--- src/hw/rob_pkg.sv ---
`default_nettype none

package rob_pkg;

    // destination register tag and result widths
    localparam int unsigned tag_width = 5;
    localparam int unsigned result_width = 16;
    // ids travel at the widest supported size of 16 slots
    localparam int unsigned id_width = 4;
    // occupancy has to reach a full 16 so it needs one bit more than an id
    localparam int unsigned count_width = id_width + 1;

    typedef logic [tag_width-1:0] tag_t;
    typedef logic [result_width-1:0] result_t;
    typedef logic [id_width-1:0] id_t;
    typedef logic [count_width-1:0] count_t;

    // one rob slot of 23 bits
    typedef struct packed {
        tag_t tag;
        result_t result;
        logic done;
        logic exception;
    } rob_entry_t;

    // dispatch payload
    // the slot is created with done and exception clear
    typedef struct packed {
        tag_t tag;
    } dispatch_t;

    // one completion port with no handshake
    typedef struct packed {
        logic en;
        id_t id;
        result_t result;
        logic exception;
    } complete_t;

    // retire payload in program order
    typedef struct packed {
        id_t id;
        tag_t tag;
        result_t result;
        logic exception;
    } retire_t;

endpackage

`default_nettype wire

--- src/hw/rob_cfg_pkg.sv ---
`default_nettype none

package rob_cfg_pkg;

    // register bus data width
    localparam int unsigned cfg_data_width = 16;
    // retire enable position in the control word
    localparam int unsigned ctrl_retire_en_bit = 0;

    typedef logic [cfg_data_width-1:0] cfg_data_t;

    // configuration opcodes
    typedef enum logic [1:0] {
        cfg_rd_count = 2'd0,
        cfg_rd_retired = 2'd1,
        cfg_wr_ctrl = 2'd2,
        cfg_flush = 2'd3
    } cfg_op_e;

    // request held by the master until ack
    typedef struct packed {
        cfg_op_e op;
        cfg_data_t wdata;
    } cfg_req_t;

    // response valid while ack is high
    typedef struct packed {
        cfg_data_t rdata;
    } cfg_rsp_t;

endpackage

`default_nettype wire

--- src/hw/fifo_ram.sv ---
`default_nettype none

module fifo_ram #(
    parameter int unsigned n_entries = 8,
    parameter int unsigned n_cpl_ports = 2,
    localparam int unsigned ptr_width = $clog2(n_entries)
) (
    input wire clk,
    input wire arst_n,

    // enqueue side
    // enq_addr hands the tail id to dispatch
    input wire enq_valid,
    input wire rob_pkg::rob_entry_t enq_data,
    output logic enq_ready,
    output logic [ptr_width-1:0] enq_addr,

    // dequeue side
    // deq_addr is the head id used at retirement
    input wire deq_ready,
    output logic deq_valid,
    output rob_pkg::rob_entry_t deq_data,
    output logic [ptr_width-1:0] deq_addr,

    // random access ports for the completion path
    input wire [n_cpl_ports-1:0][ptr_width-1:0] rd_addr,
    output rob_pkg::rob_entry_t [n_cpl_ports-1:0] rd_data,
    input wire [n_cpl_ports-1:0] wr_en,
    input wire [n_cpl_ports-1:0][ptr_width-1:0] wr_addr,
    input wire rob_pkg::rob_entry_t [n_cpl_ports-1:0] wr_data,

    input wire flush,
    output rob_pkg::count_t count
);
    // counters carry one extra wrap bit above the pointer
    localparam int unsigned ctr_width = ptr_width + 1;

    logic [ctr_width-1:0] enq_ctr;
    logic [ctr_width-1:0] deq_ctr;
    logic [ptr_width-1:0] enq_ptr;
    logic [ptr_width-1:0] deq_ptr;
    logic ptr_eq;
    logic msb_eq;
    logic empty;
    logic full;
    logic enq;
    logic deq;
    logic [ctr_width-1:0] occupancy;
    rob_pkg::rob_entry_t [n_entries-1:0] slots;

    // pointers are the low bits of the counters
    assign enq_ptr = enq_ctr[ptr_width-1:0];
    assign deq_ptr = deq_ctr[ptr_width-1:0];

    // same slot with the same wrap bit means empty
    // same slot a lap apart means full
    assign ptr_eq = (enq_ptr == deq_ptr);
    assign msb_eq = (enq_ctr[ctr_width-1] == deq_ctr[ctr_width-1]);
    assign empty = ptr_eq && msb_eq;
    assign full = ptr_eq && !msb_eq;

    // a flush wipes every slot at the next edge so nothing is accepted meanwhile
    assign enq_ready = !full && !flush;
    assign deq_valid = !empty;

    // ready/valid transfers
    assign enq = enq_valid && enq_ready;
    assign deq = deq_ready && deq_valid;

    // enqueue and dequeue counters
    always_ff @(posedge clk or negedge arst_n) begin
        if (!arst_n) begin
            enq_ctr <= '0;
            deq_ctr <= '0;
        end else if (flush) begin
            // full flush restarts both pointers at slot 0
            enq_ctr <= '0;
            deq_ctr <= '0;
        end else begin
            if (enq) begin
                enq_ctr <= enq_ctr + 1'b1;
            end
            if (deq) begin
                deq_ctr <= deq_ctr + 1'b1;
            end
        end
    end

    // slot storage
    for (genvar s = 0; s < n_entries; s++) begin : g_slot
        logic slot_enq;
        logic [n_cpl_ports-1:0] slot_wr;
        rob_pkg::rob_entry_t slot_din;
        rob_pkg::rob_entry_t slot_q;

        // enqueue hits the tail slot only
        assign slot_enq = enq && (enq_ptr == ptr_width'(s));

        // write port hits
        // completions never target the slot being enqueued
        for (genvar p = 0; p < n_cpl_ports; p++) begin : g_hit
            assign slot_wr[p] = wr_en[p] && (wr_addr[p] == ptr_width'(s));
        end

        // ports name distinct ids so at most one select is set
        always_comb begin
            slot_din = enq_data;
            for (int p = 0; p < n_cpl_ports; p++) begin
                if (slot_wr[p]) begin
                    slot_din = wr_data[p];
                end
            end
        end

        always_ff @(posedge clk) begin
            if (flush) begin
                slot_q <= '0;
            end else if (slot_enq || (|slot_wr)) begin
                slot_q <= slot_din;
            end
        end

        assign slots[s] = slot_q;
    end

    // head entry for the retire stage
    assign deq_data = slots[deq_ptr];

    // read ports feed the completion merge
    for (genvar p = 0; p < n_cpl_ports; p++) begin : g_rd
        assign rd_data[p] = slots[rd_addr[p]];
    end

    assign enq_addr = enq_ptr;
    assign deq_addr = deq_ptr;

    // occupancy is the counter distance, modulo the wrap
    assign occupancy = enq_ctr - deq_ctr;
    assign count = rob_pkg::count_t'(occupancy);

endmodule

`default_nettype wire

--- src/hw/rob_complete.sv ---
`default_nettype none

module rob_complete #(
    parameter int unsigned n_entries = 8,
    parameter int unsigned n_cpl_ports = 2,
    localparam int unsigned ptr_width = $clog2(n_entries)
) (
    // completions from the execution units
    input wire rob_pkg::complete_t [n_cpl_ports-1:0] complete,

    // read side of fifo_ram
    input wire rob_pkg::rob_entry_t [n_cpl_ports-1:0] rd_data,
    output logic [n_cpl_ports-1:0][ptr_width-1:0] rd_addr,

    // write side of fifo_ram
    output logic [n_cpl_ports-1:0] wr_en,
    output logic [n_cpl_ports-1:0][ptr_width-1:0] wr_addr,
    output rob_pkg::rob_entry_t [n_cpl_ports-1:0] wr_data
);

    for (genvar p = 0; p < n_cpl_ports; p++) begin : g_port
        logic [ptr_width-1:0] slot_id;
        rob_pkg::rob_entry_t merged;

        // ids arrive at full width and only the slot bits select
        assign slot_id = complete[p].id[ptr_width-1:0];

        // read and write the same slot in one cycle
        assign rd_addr[p] = slot_id;
        assign wr_addr[p] = slot_id;
        assign wr_en[p] = complete[p].en;

        // merge rule
        // the stored tag stays, result and exception come from the unit
        always_comb begin
            merged = rd_data[p];
            merged.result = complete[p].result;
            merged.exception = complete[p].exception;
            merged.done = 1'b1;
        end

        // lands in the slot at the next edge
        assign wr_data[p] = merged;
    end

endmodule

`default_nettype wire

--- src/hw/rob_retire.sv ---
`default_nettype none

module rob_retire #(
    parameter int unsigned n_entries = 8,
    localparam int unsigned ptr_width = $clog2(n_entries)
) (
    input wire clk,
    input wire arst_n,

    // head of the buffer
    input wire rob_pkg::rob_entry_t head,
    input wire head_valid,
    input wire [ptr_width-1:0] head_id,

    // steering from the register block
    input wire retire_en,
    input wire sw_flush,

    // retire port
    input wire retire_ready,
    output logic retire_valid,
    output rob_pkg::retire_t retire,

    // back to fifo_ram and the register block
    output logic deq,
    output logic flush,
    output logic retired
);
    logic fire;
    logic exc_flush;

    // head is retirable once occupied, done and enabled
    // the head does not move while ready is low so valid holds
    assign retire_valid = head_valid && head.done && retire_en;
    assign fire = retire_valid && retire_ready;

    // dequeue on transfer
    assign deq = fire;

    // an excepting entry retires and takes everything younger with it
    assign exc_flush = fire && head.exception;
    assign flush = exc_flush || sw_flush;

    // payload straight from the head slot
    always_comb begin
        retire.id = rob_pkg::id_t'(head_id);
        retire.tag = head.tag;
        retire.result = head.result;
        retire.exception = head.exception;
    end

    // one pulse per transfer
    // the counter update trails the transfer by a cycle
    always_ff @(posedge clk or negedge arst_n) begin
        if (!arst_n) begin
            retired <= 1'b0;
        end else begin
            retired <= fire;
        end
    end

endmodule

`default_nettype wire

--- src/hw/rob_cfg_regs.sv ---
`default_nettype none

module rob_cfg_regs (
    input wire clk,
    input wire arst_n,

    // four-phase register bus
    input wire cfg_req_valid,
    input wire rob_cfg_pkg::cfg_req_t cfg_req,
    output logic cfg_ack,
    output rob_cfg_pkg::cfg_rsp_t cfg_rsp,

    // status in
    input wire rob_pkg::count_t count,
    input wire retired,

    // control out
    output logic retire_en,
    output logic sw_flush
);
    typedef enum logic {
        st_idle,
        st_ack
    } state_e;

    state_e state;
    logic start;
    logic is_flush;
    logic is_wr_ctrl;
    rob_cfg_pkg::cfg_data_t retired_ctr;
    rob_cfg_pkg::cfg_data_t rdata_next;

    // a request acts only when seen from idle
    // so each one executes exactly once
    assign start = (state == st_idle) && cfg_req_valid;
    assign is_flush = (cfg_req.op == rob_cfg_pkg::cfg_flush);
    assign is_wr_ctrl = (cfg_req.op == rob_cfg_pkg::cfg_wr_ctrl);

    // ack is the state itself
    assign cfg_ack = (state == st_ack);

    // handshake FSM
    // ack rises a cycle after req and falls a cycle after req drops
    always_ff @(posedge clk or negedge arst_n) begin
        if (!arst_n) begin
            state <= st_idle;
        end else begin
            case (state)
                st_idle: begin
                    if (cfg_req_valid) begin
                        state <= st_ack;
                    end
                end
                st_ack: begin
                    if (!cfg_req_valid) begin
                        state <= st_idle;
                    end
                end
                default: begin
                    state <= st_idle;
                end
            endcase
        end
    end

    // control registers
    // sw_flush is high exactly in the first ack cycle
    always_ff @(posedge clk or negedge arst_n) begin
        if (!arst_n) begin
            retire_en <= 1'b0;
            sw_flush <= 1'b0;
        end else begin
            sw_flush <= start && is_flush;
            if (start && is_wr_ctrl) begin
                retire_en <= cfg_req.wdata[rob_cfg_pkg::ctrl_retire_en_bit];
            end
        end
    end

    // retired instruction counter, wraps at 16 bits
    always_ff @(posedge clk or negedge arst_n) begin
        if (!arst_n) begin
            retired_ctr <= '0;
        end else if (retired) begin
            retired_ctr <= retired_ctr + 1'b1;
        end
    end

    // readback select
    always_comb begin
        rdata_next = '0;
        case (cfg_req.op)
            rob_cfg_pkg::cfg_rd_count: rdata_next = rob_cfg_pkg::cfg_data_t'(count);
            rob_cfg_pkg::cfg_rd_retired: rdata_next = retired_ctr;
            // echo of the control bit just written
            rob_cfg_pkg::cfg_wr_ctrl: begin
                rdata_next[rob_cfg_pkg::ctrl_retire_en_bit] =
                    cfg_req.wdata[rob_cfg_pkg::ctrl_retire_en_bit];
            end
            rob_cfg_pkg::cfg_flush: rdata_next = '0;
            default: rdata_next = '0;
        endcase
    end

    // response captured with the action and held through ack
    always_ff @(posedge clk) begin
        if (start) begin
            cfg_rsp.rdata <= rdata_next;
        end
    end

endmodule

`default_nettype wire

--- src/hw/rob_top.sv ---
`default_nettype none

module rob_top #(
    parameter int unsigned n_entries = 8,
    parameter int unsigned n_cpl_ports = 2,
    localparam int unsigned ptr_width = $clog2(n_entries)
) (
    input wire clk,
    input wire arst_n,

    // dispatch
    input wire dispatch_valid,
    input wire rob_pkg::dispatch_t dispatch,
    output logic dispatch_ready,
    output logic [ptr_width-1:0] dispatch_id,

    // completion
    input wire rob_pkg::complete_t [n_cpl_ports-1:0] complete,

    // retire
    output logic retire_valid,
    output rob_pkg::retire_t retire,
    input wire retire_ready,

    // configuration bus
    input wire cfg_req_valid,
    input wire rob_cfg_pkg::cfg_req_t cfg_req,
    output logic cfg_ack,
    output rob_cfg_pkg::cfg_rsp_t cfg_rsp
);
    rob_pkg::rob_entry_t enq_data;
    rob_pkg::rob_entry_t head;
    logic head_valid;
    logic [ptr_width-1:0] head_id;
    logic deq;
    logic flush;
    logic [n_cpl_ports-1:0][ptr_width-1:0] rd_addr;
    rob_pkg::rob_entry_t [n_cpl_ports-1:0] rd_data;
    logic [n_cpl_ports-1:0] wr_en;
    logic [n_cpl_ports-1:0][ptr_width-1:0] wr_addr;
    rob_pkg::rob_entry_t [n_cpl_ports-1:0] wr_data;
    logic retire_en;
    logic sw_flush;
    logic retired;
    rob_pkg::count_t count;

    // ids are carried in a 4-bit field
    if (n_entries < 2 || n_entries > (1 << rob_pkg::id_width) ||
        (n_entries & (n_entries - 1)) != 0) begin : g_bad_depth
        $error("rob_top: n_entries must be a power of two from 2 to 16");
    end

    // new entry holds only the tag, not yet done
    always_comb begin
        enq_data = '0;
        enq_data.tag = dispatch.tag;
    end

    fifo_ram #(
        .n_entries(n_entries),
        .n_cpl_ports(n_cpl_ports)
    ) u_fifo_ram (
        .clk(clk),
        .arst_n(arst_n),
        .enq_valid(dispatch_valid),
        .enq_data(enq_data),
        .enq_ready(dispatch_ready),
        .enq_addr(dispatch_id),
        .deq_ready(deq),
        .deq_valid(head_valid),
        .deq_data(head),
        .deq_addr(head_id),
        .rd_addr(rd_addr),
        .rd_data(rd_data),
        .wr_en(wr_en),
        .wr_addr(wr_addr),
        .wr_data(wr_data),
        .flush(flush),
        .count(count)
    );

    rob_complete #(
        .n_entries(n_entries),
        .n_cpl_ports(n_cpl_ports)
    ) u_rob_complete (
        .complete(complete),
        .rd_data(rd_data),
        .rd_addr(rd_addr),
        .wr_en(wr_en),
        .wr_addr(wr_addr),
        .wr_data(wr_data)
    );

    rob_retire #(
        .n_entries(n_entries)
    ) u_rob_retire (
        .clk(clk),
        .arst_n(arst_n),
        .head(head),
        .head_valid(head_valid),
        .head_id(head_id),
        .retire_en(retire_en),
        .sw_flush(sw_flush),
        .retire_ready(retire_ready),
        .retire_valid(retire_valid),
        .retire(retire),
        .deq(deq),
        .flush(flush),
        .retired(retired)
    );

    rob_cfg_regs u_rob_cfg_regs (
        .clk(clk),
        .arst_n(arst_n),
        .cfg_req_valid(cfg_req_valid),
        .cfg_req(cfg_req),
        .cfg_ack(cfg_ack),
        .cfg_rsp(cfg_rsp),
        .count(count),
        .retired(retired),
        .retire_en(retire_en),
        .sw_flush(sw_flush)
    );

endmodule

`default_nettype wire

--- config.mk ---
export PLATFORM = sky130hd
export DESIGN_NAME = rob_top
export DESIGN_NICKNAME = d
export VERILOG_FILES = /design/src/hw/rob_pkg.sv /design/src/hw/rob_cfg_pkg.sv /design/src/hw/fifo_ram.sv /design/src/hw/rob_complete.sv /design/src/hw/rob_retire.sv /design/src/hw/rob_cfg_regs.sv /design/src/hw/rob_top.sv
export SDC_FILE = /design/constraint.sdc
export NUM_CORES = 1
export LEC_CHECK = 0
export BUFFER_PORTS_ARGS = -buffer_cell sky130_fd_sc_hd__buf_4
export CAP_MARGIN = 20
export CORE_MARGIN = 1.5
export CORE_UTILIZATION = 54
export CTS_CLUSTER_DIAMETER = 80
export DETAILED_ROUTE_END_ITERATION = 6
export GPL_TIMING_DRIVEN = 1
export PLACE_DENSITY = 0.82
export SETUP_SLACK_MARGIN = 0.3
export SYNTH_ARGS = -nofsm -noshare
export SYNTH_HDL_FRONTEND = slang
export SYNTH_SLANG_ARGS = --single-unit
export TNS_END_PERCENT = 50
--- constraint.sdc ---
create_clock -name clk -period 3.1 [get_ports clk]
set_input_delay 0.465 -clock clk [delete_from_list [all_inputs] [get_ports clk]]
set_output_delay 0.465 -clock clk [all_outputs]
set_load 0.03 [all_outputs]
Word-level counts from Yosys, hierarchy flattened
Cells that the tools add are included.
{"block": "word_totals", "wordCells": 166, "input_bits": 72, "reg_bits": 228, "output_inout_bits": 48}
{"block": "classes", "reduce_logical": 63, "n_addsub": 4, "bitwise": 1, "n_eq_ne": 26, "n_lt_le_gt_ge": 3, "muxes": 29}
{"op": "two-way mux 23 bit", "n": 19}
{"op": "binary-select mux 23 bit (select 3 bit)", "n": 3}
{"op": "equality test 3 bit, second input constant", "n": 12}
{"op": "logical AND 1 bit", "n": 36}
{"op": "one-hot mux 15 bit (2 select lines)", "n": 1}
{"op": "equality test 3 x 2 -> 1 bit, second input constant", "n": 6}
{"op": "adder 16 x 1 -> 16 bit, second input constant", "n": 1}
{"op": "two-way mux 4 bit", "n": 4}
{"op": "OR reduction 2 bit", "n": 8}
{"op": "less-than comparator 3 x 4 -> 1 bit, second input constant", "n": 3}
{"op": "equality test 3 x 1 -> 1 bit, second input constant", "n": 3}
{"op": "logical NOT 3 bit", "n": 3}
{"op": "logical OR 1 bit", "n": 9}
{"op": "adder 4 x 1 -> 4 bit, second input constant", "n": 2}
{"op": "equality test 2 bit, second input constant", "n": 2}
{"op": "logical NOT 1 bit", "n": 4}
{"op": "one-hot mux 1 bit (4 select lines)", "n": 1}
{"op": "nonzero test 2 bit", "n": 2}
{"op": "subtractor 4 bit", "n": 1}
{"op": "equality test 3 bit", "n": 1}
{"op": "equality test 2 x 1 -> 1 bit, second input constant", "n": 1}
{"op": "logical NOT 2 bit", "n": 1}
{"op": "equality test 1 bit", "n": 1}
{"op": "two-way mux 1 bit", "n": 1}
{"op": "NOT 1 bit", "n": 1}

Longest topological paths before layout
{"block": "logic_depth", "word_depth": 13, "depth_mapped": 11, "depth_no_buf": 7}

Modules after synthesis
From an unflattened synthesis, not the netlist that was laid out.
{"block": "hier_totals", "hier_cells": 1700, "hier_area_um2": 16883.7}
{"mod": "fifo_ram", "area_each_um2": 14696.6, "cells_each": 1500, "instances": 1}
{"mod": "rob_cfg_regs", "area_each_um2": 1478.9, "cells_each": 107, "instances": 1}
{"mod": "rob_complete", "area_each_um2": 454.2, "cells_each": 61, "instances": 1}
{"mod": "rob_retire", "area_each_um2": 250.2, "cells_each": 31, "instances": 1}
{"mod": "rob_top", "area_each_um2": 3.8, "cells_each": 1, "instances": 1}

Least setup slack after synthesis
OpenSTA, ideal clock, no wires.
{"block": "synth_timing", "path_type": "register to output", "start": "reg u_fifo_ram.deq_ctr[2]", "end": "out dispatch_ready", "required_time_ns": 2.635, "setup_slack_ns": -0.132, "path_buffers": 5, "arrival_ns": 2.767, "path_stages_with_launch": 11, "cell_sequence": "dfrtp_1 -> clkbuf_1 -> inv_1 -> clkbuf_1 -> ha_1 -> a41oi_1 -> a41o_4 -> buf_2 -> buf_2 -> buf_2 -> nor2_1"}
{"block": "synth_via", "elab_chain_cells": 10}
{"element": "from (decl)", "line_no": "fifo_ram.sv:39", "source": "logic [ctr_width-1:0] deq_ctr;"}
{"element": "from (signal assigned)", "line_no": "fifo_ram.sv:84", "source": "deq_ctr <= deq_ctr + 1'b1;"}
{"element": "parallel branches: the longest is 9 deep, another holds binary-select mux 23 bit (select 3 bit)"}
{"element": "logical AND 1 bit (*)", "line_no": "fifo_ram.sv:63", "source": "assign enq_ready = !full && !flush;"}
{"element": "to (decl)", "line_no": "rob_top.sv:14", "source": "output logic dispatch_ready,"}
Every way passes the cells marked *. The select of a mux whose other input is x is not followed.

Worst setup path in the final report
{"block": "layout_timing", "start": "reg u_fifo_ram.deq_ctr[0]", "end": "out dispatch_ready"}
The elaborated chain is that of the path after synthesis.

==> flow_metrics.py <==
metrics = {
    "drt": {
        "drtIter0Drc": 1589,
        "via_per_inst": 7.07,
        "vias": 10800,
        "wire_per_inst_um": 24.1,
        "postRouteAntennaNets": 0,
        "drt_pre_antenna_iters": 7,
        "wl_um": 36700,
        "drcViolationCount": 20,
    },
    "floorplan": {
        "dieArea_um2": 23000,
        "row_count": 54,
        "core-area_um2": 21800,
        "dieWidth_um": 152,
        "initial_core_util_pct": 54.8,
        "die_y_um": 152,
        "io_pins": 120,
    },
    "timing": {
        "period_minus_slack_ns": 2.83,
        "timing.fmax_ghz": 0.353,
        "tightest_slew_ns": 1.03,
        "final.setup_skew_ns": 0.0116,
        "tns_ns": 0,
        "hold_viol": 0,
        "finalMaxSlewViolations": 0,
        "setup-violations-final": 0,
        "slew_headroom_pct": 31.5,
        "hold_ws_ns": 0.0545,
        "period_share_pct": 91.3,
        "rsz0062_at_grt": "yes",
    },
    "setup_path": {
        "r2r_start": "u_fifo_ram.deq_ctr[0]",
        "startpoint_type": "register",
        "critPathKind": "reg2out",
        "endpoint_kind": "output port",
        "ff2ff_path_depth": 9,
        "worstPathRequired_ns": 2.63,
        "critPathArrivalTime_ns": 2.37,
        "critPathMaxFanout": 8,
        "reg2reg_to": "u_fifo_ram.g_slot[4].slot_q[20]",
        "r2r_slack_ns": 0.37,
    },
    "logic_synthesis": {
        "syn-instance-count": 1202,
        "synth_cell_type_count": 63,
        "ys_warn_count": 0,
        "synth_compound_area_share_pct": 22.6,
        "synth_nets": 1286,
        "synth_top_family_by_area": "compound AO/OA/AOI/OAI gates",
        "synth_xor_area_share_pct": 1.62,
        "ys_ff_latch": 228,
        "synth_simple_gate_area_share_pct": 14.2,
        "avgSynthCellArea_um2": 9.92,
        "synthMuxAreaShare_pct": 13.3,
        "yosys_most_used_dff": "dfxtp_1",
        "synth_fa_ha_area_share_pct": 1.32,
        "synth_area_um2": 11900,
        "async_flop_share_pct": 12.3,
        "yosysSeqAreaShare_pct": 40.8,
        "synth-edff-count": 16,
    },
    "grt": {
        "grt_pass1_wl_um": 57400,
        "grt_max_degree": 104,
        "first_global_vias": 10600,
        "grtUsageTotal_pct": 32.3,
        "overflow": 0,
        "antenna_found_initial": 0,
    },
    "clock_network": {
        "htreeDepth": 1,
        "numClockSinks": 228,
        "cts_root_buf": "clkbuf_16",
        "insertion_delay_ns": 0.53,
        "cts_tree": "yes",
        "clk_pin_slew_ns": 0.06,
        "clockBufferDepth": 3,
        "cts_buffers": 25,
    },
    "cells_and_area": {
        "layout_common_cells": "184 x dfxtp_1, 144 x nor2_1, 143 x buf_4",
        "instances_no_fill": 1522,
        "area_growth_pct": 15.6,
        "drive_gt1_share_pct": 23.7,
        "layout_commonest_cell": "dfxtp_1",
        "antennaDiodeCount": 0,
        "final_nets": 1309,
    },
    "placed_design": {
        "place.gp.congestion": 0.889,
        "place_inst": 1471,
        "hpwl_um": 22000,
        "portBuffers": 101,
    },
    "hold_path": {
        "hold-path-endpoint": "u_rob_cfg_regs.cfg_ack",
        "min-delay-start": "cfg_req_valid",
        "hold_class": "in2reg",
        "hold_path_depth": 1,
    },
    "power_and_ir_drop": {
        "power_uw": 13300,
        "powerDensity_nw_per_um2": 965,
        "power.leakage_uw": 0.00562,
        "peakVddDrop_mv": 0.626,
    },
    "outcome": {
        "violations": "DRC",
        "status": "complete, but fails checks",
    },
    "job": {
        "cap_viol_max_count": 0,
    },
}
-- how the worst max path moves through the flow --
stage	from	end	slack [ns]	cells after the start
2_1_floorplan	u_fifo_ram.deq_ctr[2]	dispatch_ready	0.30	10
3_3_place_gp	u_fifo_ram.deq_ctr[1]	u_fifo_ram.g_slot[6].slot_q[2]	0.44	7
3_5_place_dp	u_fifo_ram.deq_ctr[1]	u_fifo_ram.g_slot[7].slot_q[5]	0.42	8
4_1_cts	u_fifo_ram.deq_ctr[0]	dispatch_ready	0.28	5
5_1_grt	u_fifo_ram.deq_ctr[0]	retire_valid	0.20	6
6_report	u_fifo_ram.deq_ctr[0]	dispatch_ready	0.27	5
-- state kept, by name (all words and copies together) (netlist names) --
signal / cells
u_fifo_ram.g_slot.slot_q: 184
u_rob_cfg_regs.cfg_rsp: 16
u_rob_cfg_regs.retired_ctr: 16
u_fifo_ram.deq_ctr: 4
u_fifo_ram.enq_ctr: 4
u_rob_cfg_regs.cfg_ack: 1
u_rob_cfg_regs.retire_en: 1
u_rob_cfg_regs.sw_flush: 1
u_rob_retire.retired: 1
-- per-layer routing --
metal,GRT usage (%),share of wire (%)
met1,41.2,37
met2,52.1,46
met3,7.10,13
met4,15.3,4.5
met5,0,0
-- cell type report --
type                       instances  area [µm²]
clock buffer                      37         742
tap                              280         350
multi-input combinational        803        6450
timing repair buffer             153        1240
fill                            1711        7980
clock inverter                     7        75.1
sequential                       228        4870
inverter                          14        52.6
-- power breakdown --
group	switching, µW	leakage [µW]	internal, µW
clock	1210	0.000396	1740
sequential	745	0.00206	3970
combinational	3070	0.00317	2550
-- cells by family (layout without fill, tap and decap cells) --
group,count (synthesis),after routing
mux,89,89
compound gates,322,322
simple gates,357,357
xor+xnor,22,22
fa+ha+maj,12,12
buf+inv,171,211
flops,228,228
other cells,1,1
-- through the flow --
stage,utilization [%],setup WS (ns),cell area [µm²]
2_1_floorplan,-,0.301,11900
3_3_place_gp,59.0,0.435,12800
3_5_place_dp,59.0,0.415,12800
4_1_cts,63.2,0.283,13700
5_1_grt,63.3,0.204,13800
6_report,63.3,0.270,13800
-- repair_timing --
item	CTS	global route
endpoints found under the setup margin	21	29
hold buffers	1	0
gates resized for setup	7	7
setup buffers	6	0
endpoints found under the hold margin	28	0
pin swaps	1	0
-- Yosys cell counts, types with 7 or more instances --
| cell | instances | area share [%] |
|---|---|---|
| dfxtp_1 | 184 | 31 |
| nor2_1 | 145 | 4.6 |
| nand2_1 | 108 | 3.4 |
| a222oi_1 | 85 | 7.1 |
| clkbuf_1 | 77 | 2.4 |
| mux4_2 | 54 | 10 |
| a22oi_1 | 51 | 3.2 |
| o2bb2ai_1 | 51 | 3.7 |
| buf_1 | 49 | 1.5 |
| dfrtp_1 | 28 | 5.9 |
| a21oi_1 | 26 | 1.1 |
| a211oi_1 | 25 | 1.6 |
| mux2i_1 | 21 | 1.8 |
| o21ai_0 | 21 | 0.88 |
| buf_2 | 20 | 0.84 |
| nor3_1 | 18 | 0.76 |
| edfxtp_1 | 16 | 4.0 |
| xnor2_1 | 16 | 1.2 |
| and2_1 | 14 | 0.73 |
| inv_1 | 14 | 0.44 |
| o211a_1 | 14 | 1.2 |
| mux2_2 | 13 | 1.2 |
| and3_1 | 11 | 0.58 |
| ha_1 | 11 | 1.2 |
| a211o_1 | 10 | 0.73 |
| nand3_1 | 8 | 0.34 |
| buf_4 | 7 | 0.44 |
| nor2b_1 | 7 | 0.37 |
-- critical path, cell delays in order (launching register included) --
cell and delay (ns):
dfrtp_4 0.51, mux4_2 0.53, mux2_4 0.30, a41o_4 0.27, nor2_4 0.09, buf_6 0.13
(Power assumes the default switching activity.)
